--- src/rtl/band_pkg.sv ---
`default_nettype none

package band_pkg;

    // widths shared by the meter and its testbench
    localparam int SAMPLE_W   = 11;
    localparam int NUM_TAPS   = 10;
    localparam int COUNT_W    = 17;
    localparam int LEVEL_W    = 11;
    localparam int BAND_IDX_W = 4;

    typedef logic signed [SAMPLE_W-1:0]   sample_t;
    typedef sample_t     [NUM_TAPS-1:0]   tap_vec_t;
    typedef logic        [COUNT_W-1:0]    count_t;
    typedef logic        [LEVEL_W-1:0]    level_t;
    typedef logic        [BAND_IDX_W-1:0] band_idx_t;

    // slot of each weighted copy inside tap_vec_t
    localparam int TAP_P050 = 0;
    localparam int TAP_P062 = 1;
    localparam int TAP_P075 = 2;
    localparam int TAP_P088 = 3;
    localparam int TAP_P100 = 4;
    localparam int TAP_N050 = 5;
    localparam int TAP_N062 = 6;
    localparam int TAP_N075 = 7;
    localparam int TAP_N088 = 8;
    localparam int TAP_N100 = 9;

endpackage

`default_nettype wire

--- src/rtl/tap_scaler.sv ---
`timescale 1ns/1ns
`default_nettype none

module tap_scaler
    import band_pkg::*;
(
    input  logic     clk,
    input  logic     rst,
    input  sample_t  sample_in,
    input  logic     sample_valid,
    output tap_vec_t taps
);

    sample_t half;
    sample_t five_eighth;
    sample_t three_quarter;
    sample_t seven_eighth;

    // shift-add weights, arithmetic shift rounds toward -inf
    assign half          = sample_in >>> 1;
    assign five_eighth   = (sample_in >>> 1) + (sample_in >>> 3);
    assign three_quarter = (sample_in >>> 1) + (sample_in >>> 2);
    assign seven_eighth  = sample_in - (sample_in >>> 3);

    always_ff @(posedge clk or posedge rst) begin
        if (rst) begin
            taps <= '0;
        end else if (sample_valid) begin
            taps[TAP_P050] <= half;
            taps[TAP_P062] <= five_eighth;
            taps[TAP_P075] <= three_quarter;
            taps[TAP_P088] <= seven_eighth;
            taps[TAP_P100] <= sample_in;
            // negated copies wrap at full scale like the positive ones
            taps[TAP_N050] <= -half;
            taps[TAP_N062] <= -five_eighth;
            taps[TAP_N075] <= -three_quarter;
            taps[TAP_N088] <= -seven_eighth;
            taps[TAP_N100] <= -sample_in;
        end
    end

endmodule

`default_nettype wire

--- src/rtl/band_detector.sv ---
`timescale 1ns/1ns
`default_nettype none

module band_detector
    import band_pkg::*;
#(
    parameter int STRIPE = 7,
    parameter int SMOOTH = 9,
    parameter int LEVEL  = 17
)
(
    input  logic     clk,
    input  logic     rst,
    input  tap_vec_t taps,
    input  count_t   band_count,
    output level_t   level
);

    localparam int FILT_W = 16;
    localparam int EMA_W  = 18;

    count_t                    step_cnt;
    logic                      step;
    logic        [4:0]         phase;
    logic        [4:0]         q_phase;
    sample_t                   i_mix;
    sample_t                   q_mix;
    logic signed [FILT_W-1:0]  i_filt;
    logic signed [FILT_W-1:0]  q_filt;
    logic        [FILT_W-1:0]  abs_i;
    logic        [FILT_W-1:0]  abs_q;
    logic        [FILT_W:0]    sum_abs;
    logic        [EMA_W-1:0]   ema;

    // stepped sine over 32 phases
    // first half picks positive weights, second half the negated ones
    function automatic sample_t ref_tap(input tap_vec_t t, input logic [4:0] ph);
        sample_t pick;
        case (ph[3:0])
            4'd0: begin
                pick = '0;
            end
            4'd1, 4'd15: begin
                pick = ph[4] ? t[TAP_N050] : t[TAP_P050];
            end
            4'd2, 4'd14: begin
                pick = ph[4] ? t[TAP_N062] : t[TAP_P062];
            end
            4'd3, 4'd13: begin
                pick = ph[4] ? t[TAP_N075] : t[TAP_P075];
            end
            4'd4, 4'd12: begin
                pick = ph[4] ? t[TAP_N088] : t[TAP_P088];
            end
            default: begin
                pick = ph[4] ? t[TAP_N100] : t[TAP_P100];
            end
        endcase
        return pick;
    endfunction

    // step pulse every band_count clocks
    always_ff @(posedge clk or posedge rst) begin
        if (rst) begin
            step_cnt <= '0;
            step     <= 1'b0;
        end else if (step_cnt == band_count - 1'b1) begin
            step_cnt <= '0;
            step     <= 1'b1;
        end else begin
            step_cnt <= step_cnt + 1'b1;
            step     <= 1'b0;
        end
    end

    // quadrature arm runs a quarter period ahead
    assign q_phase = phase + 5'd8;

    always_ff @(posedge clk or posedge rst) begin
        if (rst) begin
            phase <= '0;
            i_mix <= '0;
            q_mix <= '0;
        end else if (step) begin
            phase <= phase + 1'b1;
            i_mix <= ref_tap(taps, phase);
            q_mix <= ref_tap(taps, q_phase);
        end
    end

    // leaky integrators, one per arm
    always_ff @(posedge clk or posedge rst) begin
        if (rst) begin
            i_filt <= '0;
            q_filt <= '0;
        end else if (step) begin
            i_filt <= i_filt - (i_filt >>> STRIPE) + i_mix;
            q_filt <= q_filt - (q_filt >>> STRIPE) + q_mix;
        end
    end

    // rectifier
    assign abs_i   = i_filt[FILT_W-1] ? -i_filt : i_filt;
    assign abs_q   = q_filt[FILT_W-1] ? -q_filt : q_filt;
    assign sum_abs = abs_i + abs_q;

    // exponential average of the magnitude
    always_ff @(posedge clk or posedge rst) begin
        if (rst) begin
            ema <= '0;
        end else if (step) begin
            ema <= ema - (ema >> SMOOTH) + (sum_abs >> SMOOTH);
        end
    end

    // output slice, updated every clock
    always_ff @(posedge clk or posedge rst) begin
        if (rst) begin
            level <= '0;
        end else begin
            level <= ema[LEVEL -: LEVEL_W];
        end
    end

endmodule

`default_nettype wire

--- src/rtl/band_config.sv ---
`timescale 1ns/1ns
`default_nettype none

module band_config
    import band_pkg::*;
#(
    parameter int NUM_BANDS = 4
)
(
    input  logic                     clk,
    input  logic                     rst,
    input  logic                     cfg_we,
    input  band_idx_t                cfg_addr,
    input  count_t                   cfg_wdata,
    output count_t                   cfg_rdata,
    output count_t [NUM_BANDS-1:0]   band_counts
);

    count_t wdata_fixed;

    // zero would stall a step counter, keep it at one
    assign wdata_fixed = (cfg_wdata == '0) ? count_t'(1) : cfg_wdata;

    always_ff @(posedge clk or posedge rst) begin
        if (rst) begin
            for (int b = 0; b < NUM_BANDS; b++) begin
                band_counts[b] <= count_t'(1);
            end
        end else if (cfg_we) begin
            // unmatched addresses fall through untouched
            for (int b = 0; b < NUM_BANDS; b++) begin
                if (cfg_addr == band_idx_t'(b)) begin
                    band_counts[b] <= wdata_fixed;
                end
            end
        end
    end

    // read-back, zero outside the band range
    always_comb begin
        cfg_rdata = '0;
        for (int b = 0; b < NUM_BANDS; b++) begin
            if (cfg_addr == band_idx_t'(b)) begin
                cfg_rdata = band_counts[b];
            end
        end
    end

endmodule

`default_nettype wire

--- src/rtl/band_peak_finder.sv ---
`timescale 1ns/1ns
`default_nettype none

module band_peak_finder
    import band_pkg::*;
#(
    parameter int NUM_BANDS = 4
)
(
    input  logic                     clk,
    input  logic                     rst,
    input  level_t [NUM_BANDS-1:0]   levels,
    output band_idx_t                peak_band,
    output level_t                   peak_level
);

    band_idx_t best_band;
    level_t    best_level;

    // linear scan, strict compare keeps the lowest index on a tie
    always_comb begin
        best_band  = '0;
        best_level = levels[0];
        for (int b = 1; b < NUM_BANDS; b++) begin
            if (levels[b] > best_level) begin
                best_band  = band_idx_t'(b);
                best_level = levels[b];
            end
        end
    end

    always_ff @(posedge clk or posedge rst) begin
        if (rst) begin
            peak_band  <= '0;
            peak_level <= '0;
        end else begin
            peak_band  <= best_band;
            peak_level <= best_level;
        end
    end

endmodule

`default_nettype wire

--- src/rtl/band_meter_top.sv ---
`timescale 1ns/1ns
`default_nettype none

module band_meter_top
    import band_pkg::*;
#(
    parameter int NUM_BANDS = 4,
    parameter int STRIPE    = 7,
    parameter int SMOOTH    = 9,
    parameter int LEVEL     = 17
)
(
    input  logic                     clk,
    input  logic                     rst,
    input  sample_t                  sample_in,
    input  logic                     sample_valid,
    input  logic                     cfg_we,
    input  band_idx_t                cfg_addr,
    input  count_t                   cfg_wdata,
    output count_t                   cfg_rdata,
    output level_t [NUM_BANDS-1:0]   levels,
    output band_idx_t                peak_band,
    output level_t                   peak_level
);

    tap_vec_t                taps;
    count_t [NUM_BANDS-1:0]  band_counts;

    // weighted copies shared by every detector
    tap_scaler u_scaler (
        .clk          (clk),
        .rst          (rst),
        .sample_in    (sample_in),
        .sample_valid (sample_valid),
        .taps         (taps)
    );

    band_config #(
        .NUM_BANDS (NUM_BANDS)
    ) u_config (
        .clk         (clk),
        .rst         (rst),
        .cfg_we      (cfg_we),
        .cfg_addr    (cfg_addr),
        .cfg_wdata   (cfg_wdata),
        .cfg_rdata   (cfg_rdata),
        .band_counts (band_counts)
    );

    // one detector per band
    for (genvar g = 0; g < NUM_BANDS; g++) begin : g_band
        band_detector #(
            .STRIPE (STRIPE),
            .SMOOTH (SMOOTH),
            .LEVEL  (LEVEL)
        ) u_detector (
            .clk        (clk),
            .rst        (rst),
            .taps       (taps),
            .band_count (band_counts[g]),
            .level      (levels[g])
        );
    end

    band_peak_finder #(
        .NUM_BANDS (NUM_BANDS)
    ) u_peak (
        .clk        (clk),
        .rst        (rst),
        .levels     (levels),
        .peak_band  (peak_band),
        .peak_level (peak_level)
    );

endmodule

`default_nettype wire

--- config.mk ---
export PLATFORM = sky130hd
export DESIGN_NAME = band_meter_top
export DESIGN_NICKNAME = d
export VERILOG_FILES = /design/src/rtl/band_pkg.sv /design/src/rtl/tap_scaler.sv /design/src/rtl/band_detector.sv /design/src/rtl/band_config.sv /design/src/rtl/band_peak_finder.sv /design/src/rtl/band_meter_top.sv
export SDC_FILE = /design/constraint.sdc
export NUM_CORES = 2
export LEC_CHECK = 0
export BUFFER_PORTS_ARGS = -buffer_cell sky130_fd_sc_hd__buf_2
export CORE_MARGIN = 2
export CORE_UTILIZATION = 45
export DETAILED_ROUTE_END_ITERATION = 10
export GPL_ROUTABILITY_DRIVEN = 0
export SETUP_SLACK_MARGIN = 0.5
export SLEW_MARGIN = 20
export SYNTH_ARGS = -nofsm -noshare
export SYNTH_HDL_FRONTEND = slang
export SYNTH_SLANG_ARGS = --single-unit
--- constraint.sdc ---
create_clock -name clk -period 21.4 [get_ports clk]
set_input_delay 2.14 -clock clk [delete_from_list [all_inputs] [get_ports clk]]
set_output_delay 2.14 -clock clk [all_outputs]
set_load 0.01 [all_outputs]
* Word level (Yosys, flattened, before mapping)
Index checks and enable logic that the tools add are counted.
** Word-level totals
- Bits in registers :: 614
- Input port bits :: 36
- Output and inout port bits :: 76
- Word-level logic and storage cells :: 307
** Cells by class
- Add/subtract/negate cells :: 60
- Magnitude comparators :: 3
- Equality and inequality tests :: 71
- Multiplexer cells :: 75
- Reduce and logical (&&, ||, !) cells :: 46
** Operators by type and width (number)
- $mux W11 :: 43
- $pmux W11 S5 :: 8
- $mux W17 :: 9
- $add A16 B11 Y16 :: 8
- $eq A4 B4 Y1 const B :: 32
- $mux W16 :: 8
- $neg A16 Y16 :: 8
- $sub A16 B9 Y16 :: 8
- $add A18 B8 Y18 :: 4
- $eq A4 B2 Y1 const B :: 18
- $sub A18 B9 Y18 :: 4
- $add A16 B16 Y17 :: 4
- $add A17 B1 Y17 const B :: 4
- $eq A17 B17 Y1 :: 4
- $sub A17 B1 Y17 const B :: 4
- $reduce_or A2 Y1 :: 32
- $neg A11 Y11 :: 4
- $eq A4 B1 Y1 const B :: 9
- $logic_not A4 Y1 :: 9
- $gt A11 B11 Y1 :: 3
- $eq A4 B3 Y1 const B :: 8
- $add A5 B1 Y5 const B :: 4
- $add A5 B4 Y5 const B :: 4
- $logic_not A17 Y1 :: 1
- 7 further kinds :: 15

* Depth between registers and ports, before layout
- Depth after elaboration :: 6
- Mapped depth :: 27
- Depth with buffers taken out :: 24

* Modules after synthesis
Synthesis repeated with hierarchy kept, for this count alone.
** Second synthesis, totals
- Cell total of the unflattened synthesis :: 5821
- Area, all modules :: 51943.6 µm²
** Modules (own cells, without submodules)
- band_detector at g_band[0].u_detector :: instances 1, cells an instance 1223, area an instance 10435.0 µm², seq. area each 2652.5 µm²
- band_detector at g_band[2].u_detector :: instances 1, cells an instance 1240, area an instance 10361.2 µm², seq. area each 2652.5 µm²
- band_detector at g_band[3].u_detector :: instances 1, cells an instance 1228, area an instance 10297.4 µm², seq. area each 2652.5 µm²
- band_detector at g_band[1].u_detector :: instances 1, cells an instance 1173, area an instance 10054.6 µm², seq. area each 2652.5 µm²
- tap_scaler :: instances 1, cells an instance 549, area an instance 5686.7 µm², seq. area each 2277.2 µm²
- band_config :: instances 1, cells an instance 196, area an instance 3153.0 µm², seq. area each 1706.6 µm²
- band_peak_finder :: instances 1, cells an instance 212, area an instance 1955.6 µm², seq. area each 325.3 µm²

* Least setup slack after synthesis
No wires, ideal clock.
- Path kind :: register -> register
- Start :: reg g_band[0].u_detector.level[10]
- End :: reg u_peak.peak_level[0]
- Library setup time :: 0.095 ns
- Arrival :: 5.728 ns
- Data required time :: 21.305 ns
- Path slack :: 15.577 ns
- Cell stages (with the launch flop) :: 28
- Path buffers :: 3
- Clock period less this slack :: 5.823 ns
- Path through :: dfrtp_1 inv_1 ha_1 nand2_1 nor4_1 o21ai_0 a21oi_1 buf_1 mux2_2 inv_1 ha_1 a21o_1 a21oi_1 o2bb2ai_1 o21ai_0 a21o_1 clkbuf_1 nor3_1 or2_2 ha_1 a21o_1 a21o_1 a211o_1 a2111oi_0 nor2_1 and2_1 clkbuf_1 o31ai_1
** On the way
- Word-level cells in the longest chain between the ends :: 6
** Ends and longest elaborated chain
- start, declared :: RTL line band_detector.sv:16 : output level_t level
- start signal, assigned :: RTL line band_detector.sv:121 : level <= ema[LEVEL -: LEVEL_W];
- $gt A11 B11 Y1 :: RTL line band_peak_finder.sv:25 : if (levels[b] > best_level) begin
- $mux W11 (*) :: RTL line band_peak_finder.sv:25
- $gt A11 B11 Y1 :: RTL line band_peak_finder.sv:25
- $mux W11 (*) :: RTL line band_peak_finder.sv:25
- $gt A11 B11 Y1 :: RTL line band_peak_finder.sv:25
- $mux W11 (*) :: RTL line band_peak_finder.sv:25
- net u_peak.best_level[0] :: RTL line band_peak_finder.sv:18 : level_t best_level;
- end signal, assigned :: RTL line band_peak_finder.sv:38 : peak_level <= best_level;
- end, declared :: RTL line band_peak_finder.sv:14 : output level_t peak_level
Mark *: on every way through the listed nets, which the timed path passes. The rest lies on a longest branch.
A chain may end at the register's enable or synchronous reset.

* Final worst setup path
- Start :: reg g_band[0].u_detector.level[10]
- End :: reg u_peak.peak_level[5]
Same word-level chain as after synthesis.

==> metrics.txt <==
Synth Register Bits 596; post-synth cell types 88; VDD IR-drop max 0.157 mV; hold depth 0; ys flop type dfrtp_1; fraction of layout cells with a size suffix above 1 0.0841; Total Neg Setup Slack 0 ns; number of global-route vias before repair 42.3k; Worst setup SP type flop; RSZ-0062 raised after global routing false; cell count after synthesis 6192; CTS tree done; Cell Area, Synth 51600 µm²; status finished, final reports clean; register area share after synthesis 0.289; worst r2r src g_band[0].u_detector.level[10]; hold wc startpoint g_band[3].u_detector.ema[17]; Critical Path AT 7.59 ns; Worst R2R Setup Slack 14.36 ns; port bufs 109; routed vias/inst 5.85; initial core utilization 0.453; Worst Setup SP g_band[0].u_detector.level[10]; Core Area 114000 µm²; Die Footprint 117000 µm²; DR WL/cell 20.1 µm; pin count of the biggest net entering global routing 117; Final Slew Violations 0; Max FO, Critical Path 14; r2r worst-path depth 24; row cnt 124; Final Hold Viols 0; Async S/R FF share, synth 1.00; root buffer cell clkbuf_16; antenna violations before repair 0; H-tree depth 3; I/O pin count 112; Hold-fix buffers, CTS 0; dpl cell area 53300 µm²; 1st-pass router iterations 10; WP data required 21.94 ns; first-pass GRT wire length 244 mm; Post-CTS Setup Bufs 0; Post-synth EDFFs 0; # nets final 6668; final instance area 56100 µm²; max cap viols 0; Worst Setup End Kind flop; post_cts resized 0; Layout Utilization 0.492; power per cell area 131 nW/µm²; synth-to-layout area growth 8.74%; GR Overflow Total 0; dpl hpwl 112 mm; relative slew slack 0.262; clk_lat worst skew 0.67 ns; YS warnings 0; Final setup viols 0; syn avg cell area 8.34 µm²; Vias 45.0k; CTS buffer count 76; DRT iter0 DRCs 4011; Hold Path End g_band[3].u_detector.level[10]; Final ANT Viol Nets 0; Die H 343 µm; Worst-Margin Slew 1.11 ns; min Tclk post-route 7.04 ns; worst reg2reg endpoint u_peak.peak_level[5]; WL final 154 mm; Tcrit/Tclk final 0.329; clk sink count 596; hold slack 0.378 ns; Clock Path Buffers 3; n_diodes 0; GRT Total Usage 0.261; Leak 25.5 nW; Clock Pin Slew Worst Setup and Hold Paths 0.06 ns; Fmax 142 MHz; critical path type flop to flop; Post-Route Skew 0.0287 ns; DRC 0; chip width 343 µm; hold crit path type flop to flop
cells in the mapped netlist (all sizes together), types with 10 or more instances:
library cell,count,area share
or3,45,0.0055
clkbuf,271,0.020
a31oi,74,0.0090
or2,24,0.0029
a21oi,329,0.032
buf,59,0.0052
a21o,80,0.012
inv,705,0.051
nor3b,13,0.0020
xor2,147,0.025
a221oi,31,0.0053
o211ai,43,0.0063
nand4,69,0.0084
a22o,15,0.0025
and3,50,0.0061
o21ai,382,0.037
or4,13,0.0019
a31o,10,0.0017
nor2,343,0.025
o31ai,80,0.012
nor4,44,0.0064
mux2,145,0.032
xnor2,307,0.052
a211o,42,0.0071
and2,25,0.0030
fa,155,0.060
nand2b,40,0.0048
a2111oi,17,0.0029
a211oi,69,0.010
dfrtp,592,0.29
nand3,207,0.020
and4,15,0.0025
o41ai,18,0.0031
nor3,117,0.011
nand2,693,0.050
nor4b,18,0.0033
o21bai,20,0.0029
ha,369,0.089
a22oi,157,0.023
o22ai,35,0.0042
o21a,55,0.0080
nor2b,43,0.0052
mux2i,74,0.014
sequential cells by signal (all words and copies together) (netlist names):
register                    flops
u_scaler.taps                  91
g_band.u_detector.ema          72
g_band.u_detector.step_cnt     68
u_config.band_counts           68
g_band.u_detector.i_filt       64
g_band.u_detector.q_filt       64
g_band.u_detector.i_mix        44
g_band.u_detector.level        44
g_band.u_detector.q_mix        44
g_band.u_detector.phase        20
u_peak.peak_level              11
g_band.u_detector.step          4
u_peak.peak_band                2
metal layers:
| layer | vias up | part of all wire | track usage |
|---|---|---|---|
| met1 | 21500 | 0.44 | 0.364 |
| met2 | 1640 | 0.43 | 0.397 |
| met3 | 336 | 0.077 | 0.0496 |
| met4 | 2 | 0.045 | 0.106 |
| met5 | - | 0.00026 | 0.00240 |
| li1 | 21500 | - | - |
power by group:
part           total, W  internal [W]  switching (W)
combinational   0.00417       0.00182        0.00234
clock           0.00145      0.000887       0.000561
sequential      0.00173       0.00131       0.000419
per-stage QoR:
step / worst slack (ns) / total power [W] / instances
4_1_cts: 14.41 / 0.00734 / 7683
2_1_floorplan: 2.59 / 0.00488 / 6193
6_report: 14.36 / 0.00735 / 7684
3_5_place_dp: 14.41 / 0.00585 / 7541
5_1_grt: 13.77 / 0.00798 / 7684
3_3_place_gp: 14.68 / 0.00578 / 7541
layout by cell type, fill, tap and decap left out, types with 116 or more instances in the layout:
cell type / instances
mux2_2: 145
nor2_1: 343
fa_1: 155
a21oi_1: 329
a22oi_1: 157
xor2_1: 146
nor3_1: 116
xnor2_1: 303
nand2_1: 693
ha_1: 369
inv_1: 704
o21ai_0: 370
dfrtp_1: 588
nand3_1: 207
cell families (layout without fill, tap and decap cells):
| group | Yosys count | in the layout | share of synthesized area |
|---|---|---|---|
| AND/OR/NAND/NOR | 1785 | 1785 | 0.163 |
| AO/OA/AOI/OAI | 1572 | 1572 | 0.199 |
| buffers and inverters | 1041 | 1020 | 0.0767 |
| flip-flops | 596 | 596 | 0.289 |
| adder cells (fa/ha/maj) | 524 | 524 | 0.150 |
| XOR/XNOR | 454 | 454 | 0.0770 |
| multiplexers | 219 | 219 | 0.0460 |
| other | 1 | 2 | 0.0000726 |
layout make-up:
type,instances,area (µm²)
Clock buffer,89,2040
Fill cell,11000,57900
Sequential cell,596,14900
Multi-Input combinational cell,4556,32800
Clock inverter,53,779
Timing Repair Buffer,167,1020
Tap cell,1512,1890
Inverter,711,2680
worst max-delay path: stages, from the launching register on:
cell and delay [ns]:
dfrtp_1 0.37, inv_1 0.05, ha_1 0.28, nand2_1 0.08, nor4_1 0.33, o21ai_0 0.19
a21oi_1 0.87, mux2_2 0.35, inv_1 0.06, ha_1 0.31, nand4_1 0.16, o21bai_1 0.18
o2bb2ai_1 0.13, o21ai_0 0.12, a21oi_1 0.59, a21oi_1 0.18, or2_2 0.32, ha_1 0.30
a21o_1 0.19, a21o_1 0.18, a211o_1 0.29, a2111oi_0 0.39, nor2_1 0.30, and2_1 0.37
o31ai_1 0.32
how the worst max path moves through the flow:
| stage | depth (start not counted) | slack [ns] | end |
|---|---|---|---|
| 2_1_floorplan | 1 | 2.59 | g_band[0].u_detector.ema[0] |
| 3_5_place_dp | 24 | 14.41 | u_peak.peak_level[5] |
| 3_3_place_gp | 24 | 14.68 | u_peak.peak_level[5] |
| 4_1_cts | 24 | 14.41 | u_peak.peak_level[5] |
| 6_report | 24 | 14.36 | u_peak.peak_level[5] |
| 5_1_grt | 24 | 13.77 | u_peak.peak_level[5] |
(Power assumes the default switching activity.)
